==> src/logic/cache_pkg.sv <==
package cache_pkg;

    // Cache geometry. One line is exactly one memory bus word.
    localparam int S_WORD   = 256;
    localparam int S_MASK   = S_WORD / 8;
    localparam int S_OFFSET = 5;
    localparam int S_INDEX  = 4;
    localparam int S_WAYIDX = 2;
    localparam int NUM_SETS = 2 ** S_INDEX;
    localparam int NUM_WAYS = 2 ** S_WAYIDX;
    localparam int S_TAG    = 32 - S_OFFSET - S_INDEX;

    // Client side.
    typedef struct packed {
        logic [31:0]       address;
        logic              read;
        logic              write;
        logic [S_MASK-1:0] byte_enable;
        logic [S_WORD-1:0] wdata;
    } cache_req_t;

    typedef struct packed {
        logic              resp;
        logic [S_WORD-1:0] rdata;
    } cache_resp_t;

    // Memory bus side. Addresses are line aligned.
    typedef struct packed {
        logic [31:0]       address;
        logic              read;
        logic              write;
        logic [S_WORD-1:0] wdata;
    } pmem_req_t;

    typedef struct packed {
        logic              resp;
        logic [S_WORD-1:0] rdata;
    } pmem_resp_t;

    // Control word from the FSM to the datapath.
    typedef struct packed {
        logic ld_tag;
        logic ld_valid;
        logic ld_data;
        logic ld_dirty;
        logic ld_plru;
        logic dirty_val;
        logic fill_sel;
        logic wb_addr_sel;
    } dp_ctrl_t;

endpackage : cache_pkg

==> src/logic/pmem_arbiter.sv <==
`timescale 1ns/1ps

module pmem_arbiter (
    input  logic                  clk,
    input  logic                  rst,
    input  cache_pkg::pmem_req_t  req_a,
    input  cache_pkg::pmem_req_t  req_b,
    output cache_pkg::pmem_resp_t resp_a,
    output cache_pkg::pmem_resp_t resp_b,
    output cache_pkg::pmem_req_t  bus_req,
    input  cache_pkg::pmem_resp_t bus_resp
);
    import cache_pkg::*;

    pmem_req_t slot_a;
    pmem_req_t slot_b;
    pmem_req_t cand_a;
    pmem_req_t cand_b;
    logic      slot_a_valid;
    logic      slot_b_valid;
    logic      busy;
    logic      owner;
    logic      last_served;
    logic      strobe_a;
    logic      strobe_b;
    logic      want_a;
    logic      want_b;
    logic      bus_free;
    logic      grant;
    logic      pick;

    // A fresh strobe competes directly so an idle bus forwards it next cycle.
    assign strobe_a = req_a.read | req_a.write;
    assign strobe_b = req_b.read | req_b.write;
    assign want_a   = slot_a_valid | strobe_a;
    assign want_b   = slot_b_valid | strobe_b;
    assign cand_a   = slot_a_valid ? slot_a : req_a;
    assign cand_b   = slot_b_valid ? slot_b : req_b;

    assign bus_free = !busy || bus_resp.resp;
    assign grant    = bus_free && (want_a || want_b);
    // Alternate when both wait, else serve whoever is asking. 1 means port b.
    assign pick     = (want_a && want_b) ? !last_served : want_b;

    always_ff @(posedge clk) begin
        if (rst) begin
            slot_a_valid  <= 1'b0;
            slot_b_valid  <= 1'b0;
            busy          <= 1'b0;
            owner         <= 1'b0;
            last_served   <= 1'b0;
            bus_req.read  <= 1'b0;
            bus_req.write <= 1'b0;
        end else begin
            bus_req.read  <= 1'b0;
            bus_req.write <= 1'b0;
            if (bus_resp.resp) begin
                busy <= 1'b0;
            end
            if (grant) begin
                bus_req     <= pick ? cand_b : cand_a;
                busy        <= 1'b1;
                owner       <= pick;
                last_served <= pick;
            end
            slot_a_valid <= want_a && !(grant && !pick);
            slot_b_valid <= want_b && !(grant && pick);
        end
    end

    always_ff @(posedge clk) begin
        if (strobe_a) slot_a <= req_a;
        if (strobe_b) slot_b <= req_b;
    end

    always_comb begin
        resp_a.resp  = bus_resp.resp && busy && !owner;
        resp_a.rdata = bus_resp.rdata;
        resp_b.resp  = bus_resp.resp && busy && owner;
        resp_b.rdata = bus_resp.rdata;
    end

endmodule : pmem_arbiter

==> config.mk <==
export PLATFORM = sky130hd
export DESIGN_NAME = pmem_arbiter
export DESIGN_NICKNAME = d
export VERILOG_FILES = /design/src/logic/cache_pkg.sv /design/src/logic/pmem_arbiter.sv
export SDC_FILE = /design/constraint.sdc
export NUM_CORES = 1
export LEC_CHECK = 0
export CORE_AREA = 10 10 625 627
export DETAILED_ROUTE_END_ITERATION = 8
export DIE_AREA = 0 0 635 637
export DONT_BUFFER_PORTS = 1
export SYNTH_ARGS = -nofsm -noshare
export SYNTH_HDL_FRONTEND = slang
export SYNTH_SLANG_ARGS = --single-unit
==> constraint.sdc <==
create_clock -name clk -period 33.8 [get_ports clk]
set_clock_uncertainty 0.2 [all_clocks]
set_input_delay 6.76 -clock clk [delete_from_list [all_inputs] [get_ports clk]]
set_output_delay 6.76 -clock clk [all_outputs]
set_load 0.03 [all_outputs]
Word level (Yosys, flattened, before mapping)
Index checks and enable logic that the tools add are counted.
Widths: inputs -> output; s select.
{"block": "classes", "n_addsub": 0, "mul": 0, "n_div": 0, "magnitude_cmp": 0, "n_eq_ne": 0, "shifts": 0, "n_mux": 6, "bitwise": 6, "reduce_logical": 19}
{"cell": "$mux 290", "count": 3}
{"cell": "$logic_and 1x1->1", "count": 9}
{"cell": "$logic_not 1->1", "count": 5}
{"cell": "$or 1x1->1", "count": 4}
{"cell": "$mux 1", "count": 3}
{"cell": "$logic_or 1x1->1", "count": 2}
{"cell": "$not 1->1", "count": 2}
{"cell": "$reduce_and 2->1", "count": 1}
{"cell": "$reduce_bool 2->1", "count": 1}
{"cell": "$reduce_or 2->1", "count": 1}
{"block": "totals", "register_bits": 874, "latch_bits": 0, "mem_bits_rw": 0, "mem_bits_ro": 0, "input_bits": 839, "out_inout_bits": 804, "wordCells": 47, "mem_count": 0}

Depth between registers and ports, before layout
Gate-level depths: netlist of the first run.
{"block": "logic_depth", "word_depth": 8, "ltp_mapped": 7, "depth_no_buf": 3}

Least setup slack after synthesis of the first run
Ideal clock, no wire load.
{"block": "synth_timing", "path_type": "input to register", "startpoint": "input req_a[257] (netlist name)", "endpoint": "register bus_req[0] (netlist name) (enable)", "setup_time_ns": 0.940, "arrival_ns": 22.619, "setup_slack_ns": 10.041, "stages": 3, "n_path_buf": 0, "path_cell_list": "or2_2 nor3_1 nor2_1"}
{"block": "synth_via", "elab_chain_len": 5}
{"item": "start: declaration", "line": "pmem_arbiter.sv:6", "rtl": "input cache_pkg::pmem_req_t req_a,"}
{"item": "$or 1x1->1", "line": "pmem_arbiter.sv:33", "rtl": "assign strobe_a = req_a.read | req_a.write;"}
{"item": "$or 1x1->1", "line": "pmem_arbiter.sv:35", "rtl": "assign want_a = slot_a_valid | strobe_a;"}
{"item": "$logic_or 1x1->1", "line": "pmem_arbiter.sv:41", "rtl": "assign grant = bus_free && (want_a || want_b);"}
{"item": "$logic_and 1x1->1", "line": "pmem_arbiter.sv:41"}
{"item": "$reduce_and 2->1 (no source line)"}
{"item": "end signal: assignment", "line": "pmem_arbiter.sv:61", "rtl": "bus_req <= pick ? cand_b : cand_a;"}
{"item": "end: declaration", "line": "pmem_arbiter.sv:10", "rtl": "output cache_pkg::pmem_req_t bus_req,"}
Every way passes these cells.
A chain may end at the register's enable or synchronous reset.

==> flow_metrics.env, run 1 <==
export IMPL_status="finished clean"
export IMPL_postCtsResizedCells=0
export IMPL_grt_setup_unrepaired="false"
export IMPL_drv_max_cap_violation_count=0
export IMPL_grt_start_max_net_pins=171
export IMPL_holdBufCountCts=0
export IMPL_synth_warning_count=0
export IMPL_cts_sinks=874
export IMPL_port_buffers=0
export IMPL_die_w_um=635
export IMPL_synth_top_cells_by_area="sky130_fd_sc_hd__edfxtp_1 (62%), sky130_fd_sc_hd__buf_4 (9.4%), sky130_fd_sc_hd__mux2i_1 (6.9%)"
export IMPL_clkPwrFrac_pct=40.0
export IMPL_tightest_slew_ps=1220
export IMPL_fin_crit_ps=14290
export IMPL_critical_path_top_delay_family="simple AND/OR/NAND/NOR gates"
export IMPL_synth_mux_area_fraction_pct=6.98
export IMPL_grt_antenna_before_repair=82
export IMPL_timing_critical_path_cells="nand2_1 -> nor2_1"
export IMPL_fmax_mhz=70.0
export IMPL_dieArea_sq_um=404000
export IMPL_synth_top_area_share_pct=62.1
export IMPL_ff_latch_area_sq_um=26200
export IMPL_maxSlewViolCount=0
export IMPL_synth_compound_area_share_pct=13.1
export IMPL_postSynthCellCount=3082
export IMPL_synth_seq_cells=874
export IMPL_place_gp_congestion=0.817
export IMPL_holdWs_ps=354
export IMPL_detail_route_drc_violations=0
export IMPL_totalNegativeSetupSlack_ps=0
export IMPL_finalSetupViolCount=0
export IMPL_critPathMaxFanout=3
export IMPL_fin_nets=3339
export IMPL_power_report_internal_total_mw=2.13
export IMPL_boundaryPins=1643
export IMPL_comb_power_share_pct=10.3
export IMPL_area_fraction_in_and_or_nand_and_nor_cells_after_synthesis_pct=5.37
export IMPL_effective_utilization_at_floorplan_pct=11.1
export IMPL_syn_cell_area_sq_um=42000
export IMPL_clock_tree_root_cell="sky130_fd_sc_hd__clkbuf_16"
export IMPL_clock_latency_ps=820
export IMPL_cts_tree="built"
export IMPL_worst_endpoint_required_ps=26840
export IMPL_endpoint_kind="primary output"
export IMPL_die_height_um=637
export IMPL_core_rowCount=226
export IMPL_mostFrequentLayoutCell="sky130_fd_sc_hd__edfxtp_1"
export IMPL_netlist_top_cell_by_area="sky130_fd_sc_hd__edfxtp_1"
export IMPL_maxSlewHeadroom_pct=18.3
export IMPL_power_total_mw=2.96
export IMPL_startpoint_kind_of_the_worst_setup_timing_path="primary input"
export IMPL_final_standard_cell_count_with_taps_included_and_fillers_excluded=7642
export IMPL_clock_tree_buffer_depth=4
export IMPL_route_detailed_wl_per_inst_um=30.0
export IMPL_holdCritPathClass="reg -> reg"
export IMPL_power_share_switching_pct=28.1
export IMPL_syn_mean_instance_area_sq_um=13.6
export IMPL_synth_top_family_by_area="compound AO/OA/AOI/OAI gates"
export IMPL_drt_iter0_drc=3247
export IMPL_detailroute_via_count=26158
export IMPL_layout_worst_path_cycle_share_pct=42.3
export IMPL_switching_power_mw=0.834
export IMPL_grt_pass1_wl_um=286000
export IMPL_cts_buffers_inserted=106
export IMPL_finalHoldViolations=0
export IMPL_drt_wl_total_um=229000
export IMPL_seqPwrFrac_pct=49.7
export IMPL_detailedPlacementHpwl_um=177000
export IMPL_post_route_cells_drive_above_1_share_pct=7.97
export IMPL_syn_to_final_growth_pct=12.4
export IMPL_max_stage_delay_ps=480
export IMPL_fillerInstances=42373
export IMPL_most_common_layout_cells="sky130_fd_sc_hd__edfxtp_1 (868), sky130_fd_sc_hd__nand2_1 (290), sky130_fd_sc_hd__nor2_1 (290)"
export IMPL_fin_util_pct=12.5
export IMPL_critical_path_top_delay_cell="sky130_fd_sc_hd__nor2_1"
export IMPL_multiInputGateArea_sq_um=10700
export IMPL_power_ir_vdd_worst_mv=0.0392
export IMPL_synth_cell_type_count=29
export IMPL_arrival_time_at_the_worst_endpoint_ps=7330
export IMPL_clk_pin_slew_worst_paths_ps=70
export IMPL_cellPowerDensity_nw_per_um2=62.8
export IMPL_synth_adder_area_share_pct=0
export IMPL_gr_total_overflow=0
export IMPL_drt_antenna_violating_nets=0
export IMPL_core_region_area_sq_um=378000
export IMPL_yosysSeqAreaShare_pct=62.4
export IMPL_synthesis_nets=3921
export IMPL_place_inst=7408
export IMPL_critical_path_buf_inv_count=0
export IMPL_static_leakage_power_nw=15.1
export IMPL_vias_per_cell=3.42
export IMPL_path_class="in -> out"
export IMPL_grt_pass1_vias=25190
export IMPL_total_number_of_h_tree_levels=3
export IMPL_drt_pass1_iterations=7
export IMPL_synth_xor_xnor_area_share_pct=0
export IMPL_post_cts_setup_buffer_count=0
export IMPL_grtUsageTotal_pct=10.6
## cell usage after synthesis (all sizes together)
cell type / number
edfxtp: 868
buf: 686
nand2: 291
nor2: 291
mux2i: 288
o211a: 288
a32oi: 287
clkbuf: 51
dfxtp: 6
a21oi: 4
mux2: 4
nor3: 3
o21ai: 3
a211oi: 2
nand2b: 2
or2: 2
and3: 1
nand3: 1
o21a: 1
o31a: 1
o31ai: 1
or3: 1
## routing by layer
metal | share of wire [%] | wire length [um] | track usage [%] | up-vias
met3 | 17 | 39200 | 7.65 | 438
met2 | 40 | 92500 | 14.6 | 2301
li1 | - | - | - | 10198
met4 | 3.8 | 8740 | 3.72 | 64
met5 | 0.51 | 1170 | 1.46 | -
met1 | 38 | 87200 | 12.4 | 13157
## stage by stage
stage	worst slack, ps	area [sq um]
floorplan	10040	42000
global placement	19490	43600
detailed placement	19520	43600
CTS	19520	47100
global route	19510	47100
finish	19510	47200
## area by class of cell
type,instances,share of cell area (%)
flip-flops and latches,874,55.5
multi-input cells,1471,22.7
well taps,5016,13.3
clock buffers,129,5.85
clock inverters,63,1.54
repair buffers,47,0.854
diodes,42,0.223
## kinds of logic (layout without fill, tap and decap cells)
family                 after synthesis  count (layout)
AO/OA/AOI/OAI                      587             587
other                                0              42
buffers and inverters              737             239
AND/OR/NAND/NOR                    592             592
multiplexers                       292             292
flip-flops                         874             874
## sequential cells by signal (all words and copies together), names as in the netlist
signal / flops
slot_b_valid: 1
bus_req: 290
slot_a_valid: 1
busy: 1
slot_b: 290
last_served: 1
slot_a: 290
## worst register-to-register path, stage by stage (launching register included)
cell and delay [ps]:
sky130_fd_sc_hd__dfxtp_4 890, sky130_fd_sc_hd__o31a_2 690, sky130_fd_sc_hd__buf_4 660, sky130_fd_sc_hd__buf_4 640, sky130_fd_sc_hd__buf_4 850, sky130_fd_sc_hd__nand2_1 170, sky130_fd_sc_hd__o211a_1 220
## power groups by stage
stage	combinational [mW]	clock (mW)	sequential, mW
finish	0.305	1.18	1.47
global route	0.331	1.26	1.48
CTS	0.307	1.22	1.48
detailed placement	0.304	0	1.50
global placement	0.297	0	1.50
floorplan	0.341	0	1.46
## final timing paths
kind / startpoint / end / slack (ps) / cells past startpoint
setup / recovery: bus_resp[256] / resp_a[256] / 19510 / 2
hold / removal: slot_b[62] / bus_req[62] / 350 / 1
setup reg to reg: slot_a_valid / bus_req[143] / 29290 / 6
hold reg to reg: slot_b[62] / bus_req[62] / 350 / 1
Power figures use the tool's default switching activity.
==> inputs of run 2 (changes only) <==
- clock period: 33.8 -> 11.5 ns (I/O delays scaled with it)
==> flow_metrics.env, run 2 (synthesis results as in run 1) <==
export IMPL_gr_total_overflow=0
export IMPL_detailedPlacementHpwl_um=177000
export IMPL_power_total_mw=8.65
export IMPL_detail_route_drc_violations=0
export IMPL_critical_path_top_delay_family="simple AND/OR/NAND/NOR gates"
export IMPL_postCtsResizedCells=0
export IMPL_cts_tree="built"
export IMPL_biggestRegsByFlops="bus_req (290), slot_a (290), slot_b (290)"
export IMPL_cellPowerDensity_nw_per_um2=184
export IMPL_layout_worst_path_cycle_share_pct=47.4
export IMPL_grt_antenna_before_repair=89
export IMPL_finalHoldViolations=0
export IMPL_critical_path_buf_inv_count=0
export IMPL_detailroute_via_count=25740
export IMPL_critPathMaxFanout=3
export IMPL_tightest_slew_ps=1430
export IMPL_cts_sinks=874
export IMPL_maxSlewViolCount=0
export IMPL_drt_iter0_drc=2874
export IMPL_status="finished clean"
export IMPL_critical_path_top_delay_cell="sky130_fd_sc_hd__and3_1"
export IMPL_route_detailed_wl_per_inst_um=30.1
export IMPL_drv_max_cap_violation_count=0
export IMPL_grtUsageTotal_pct=10.6
export IMPL_fmax_mhz=183
export IMPL_layout_setup_ws_ps=6050
export IMPL_most_common_layout_cells="sky130_fd_sc_hd__edfxtp_1 (868), sky130_fd_sc_hd__nand2_1 (290), sky130_fd_sc_hd__nor2_1 (290)"
export IMPL_critical_path_start="bus_resp[256]"
export IMPL_grt_pass1_wl_um=285000
export IMPL_fin_nets=3332
export IMPL_die_height_um=637
export IMPL_boundaryPins=1643
export IMPL_grt_pass1_vias=24664
export IMPL_drt_pass1_iterations=5
export IMPL_total_number_of_h_tree_levels=3
export IMPL_standard_cell_area_after_detailed_placement_sq_um=43600
export IMPL_power_ir_vdd_worst_mv=0.128
export IMPL_static_leakage_power_nw=15.0
export IMPL_timing_rr_start="slot_b_valid"
export IMPL_mostFrequentLayoutCell="sky130_fd_sc_hd__edfxtp_1"
export IMPL_arrival_time_at_the_worst_endpoint_ps=2950
export IMPL_clock_latency_ps=860
export IMPL_max_stage_delay_ps=630
export IMPL_timing_critical_path_cells="and3_1"
export IMPL_path_class="in -> out"
export IMPL_detailedPlace_worstSlack_ps=5780
export IMPL_core_region_area_sq_um=378000
export IMPL_timing_hold_worst_start="slot_b[255]"
export IMPL_effective_utilization_at_floorplan_pct=11.1
export IMPL_holdBufCountCts=0
export IMPL_drt_antenna_violating_nets=0
export IMPL_fin_util_pct=12.5
export IMPL_grt_start_max_net_pins=187
export IMPL_die_w_um=635
export IMPL_post_route_cells_drive_above_1_share_pct=7.93
export IMPL_worst_endpoint_required_ps=9000
export IMPL_endpoint_kind="primary output"
export IMPL_syn_to_final_growth_pct=12.2
export IMPL_holdCritPathClass="reg -> reg"
export IMPL_fin_crit_ps=5450
export IMPL_clock_tree_buffer_depth=4
export IMPL_grt_setup_unrepaired="false"
export IMPL_clock_tree_root_cell="sky130_fd_sc_hd__clkbuf_16"
export IMPL_totalNegativeSetupSlack_ps=0
export IMPL_startpoint_kind_of_the_worst_setup_timing_path="primary input"
export IMPL_finalSetupViolCount=0
export IMPL_maxSlewHeadroom_pct=4.94
export IMPL_drt_wl_total_um=230000
export IMPL_port_buffers=0
export IMPL_post_cts_setup_buffer_count=0
export IMPL_finish_instance_area_sq_um=47100
export IMPL_clk_pin_slew_worst_paths_ps=60
export IMPL_dieArea_sq_um=404000
export IMPL_vias_per_cell=3.37
export IMPL_fillerInstances=42445
export IMPL_core_rowCount=226
export IMPL_place_gp_congestion=0.811
export IMPL_cts_buffers_inserted=105
-- run 2: changes by cell type in the layout (fill, tap and decap cells not counted), moves of 7 or more --
cell,before,now
sky130_fd_sc_hd__diode_2,42,56
sky130_fd_sc_hd__buf_4,43,34
sky130_fd_sc_hd__clkinv_1,20,12
sky130_fd_sc_hd__clkinv_2,10,17
-- run 2: area by class of cell --
class                           count  area, sq um  area share (%)
Sequential cell                   874        26200            55.6
Clock buffer                      127         2710            5.75
Tap cell                         5016         6280            13.3
Antenna cell                       56          140           0.298
Timing Repair Buffer               41          395           0.840
Multi-Input combinational cell   1471        10700            22.7
Clock inverter                     61          684            1.45
-- run 2: final timing paths --
kind | endpoint | slack, ps | depth (start not counted)
max | resp_b[256] | 6050 | 1
min | bus_req[255] | 270 | 1
max reg2reg | bus_req[284] | 6830 | 5
min reg2reg | bus_req[255] | 270 | 1
-- run 2: power by group --
part           switching [mW]  leakage [nW]  internal, mW
Combinational           0.557          4.70         0.329
Sequential              0.437          8.68          3.90
Clock                    1.47          1.65          1.96
Total                    2.46          15.0          6.19
-- run 2: per-stage QoR --
step                      std cells  hold slack, ps
after CTS                      7590             272
final                          7646             271
after global routing           7607             295
after detailed placement       7402             350
after global placement         7402             343
after floorplan                3082             341
-- run 2: routing by layer --
metal / vias to the layer above / global-route usage, % / share of wire [%]
met5: - / 1.81 / 0.59
met4: 63 / 4.53 / 4.2
met3: 428 / 8.86 / 19
met2: 2138 / 14.4 / 40
met1: 12914 / 11.6 / 36
li1: 10197 / - / -
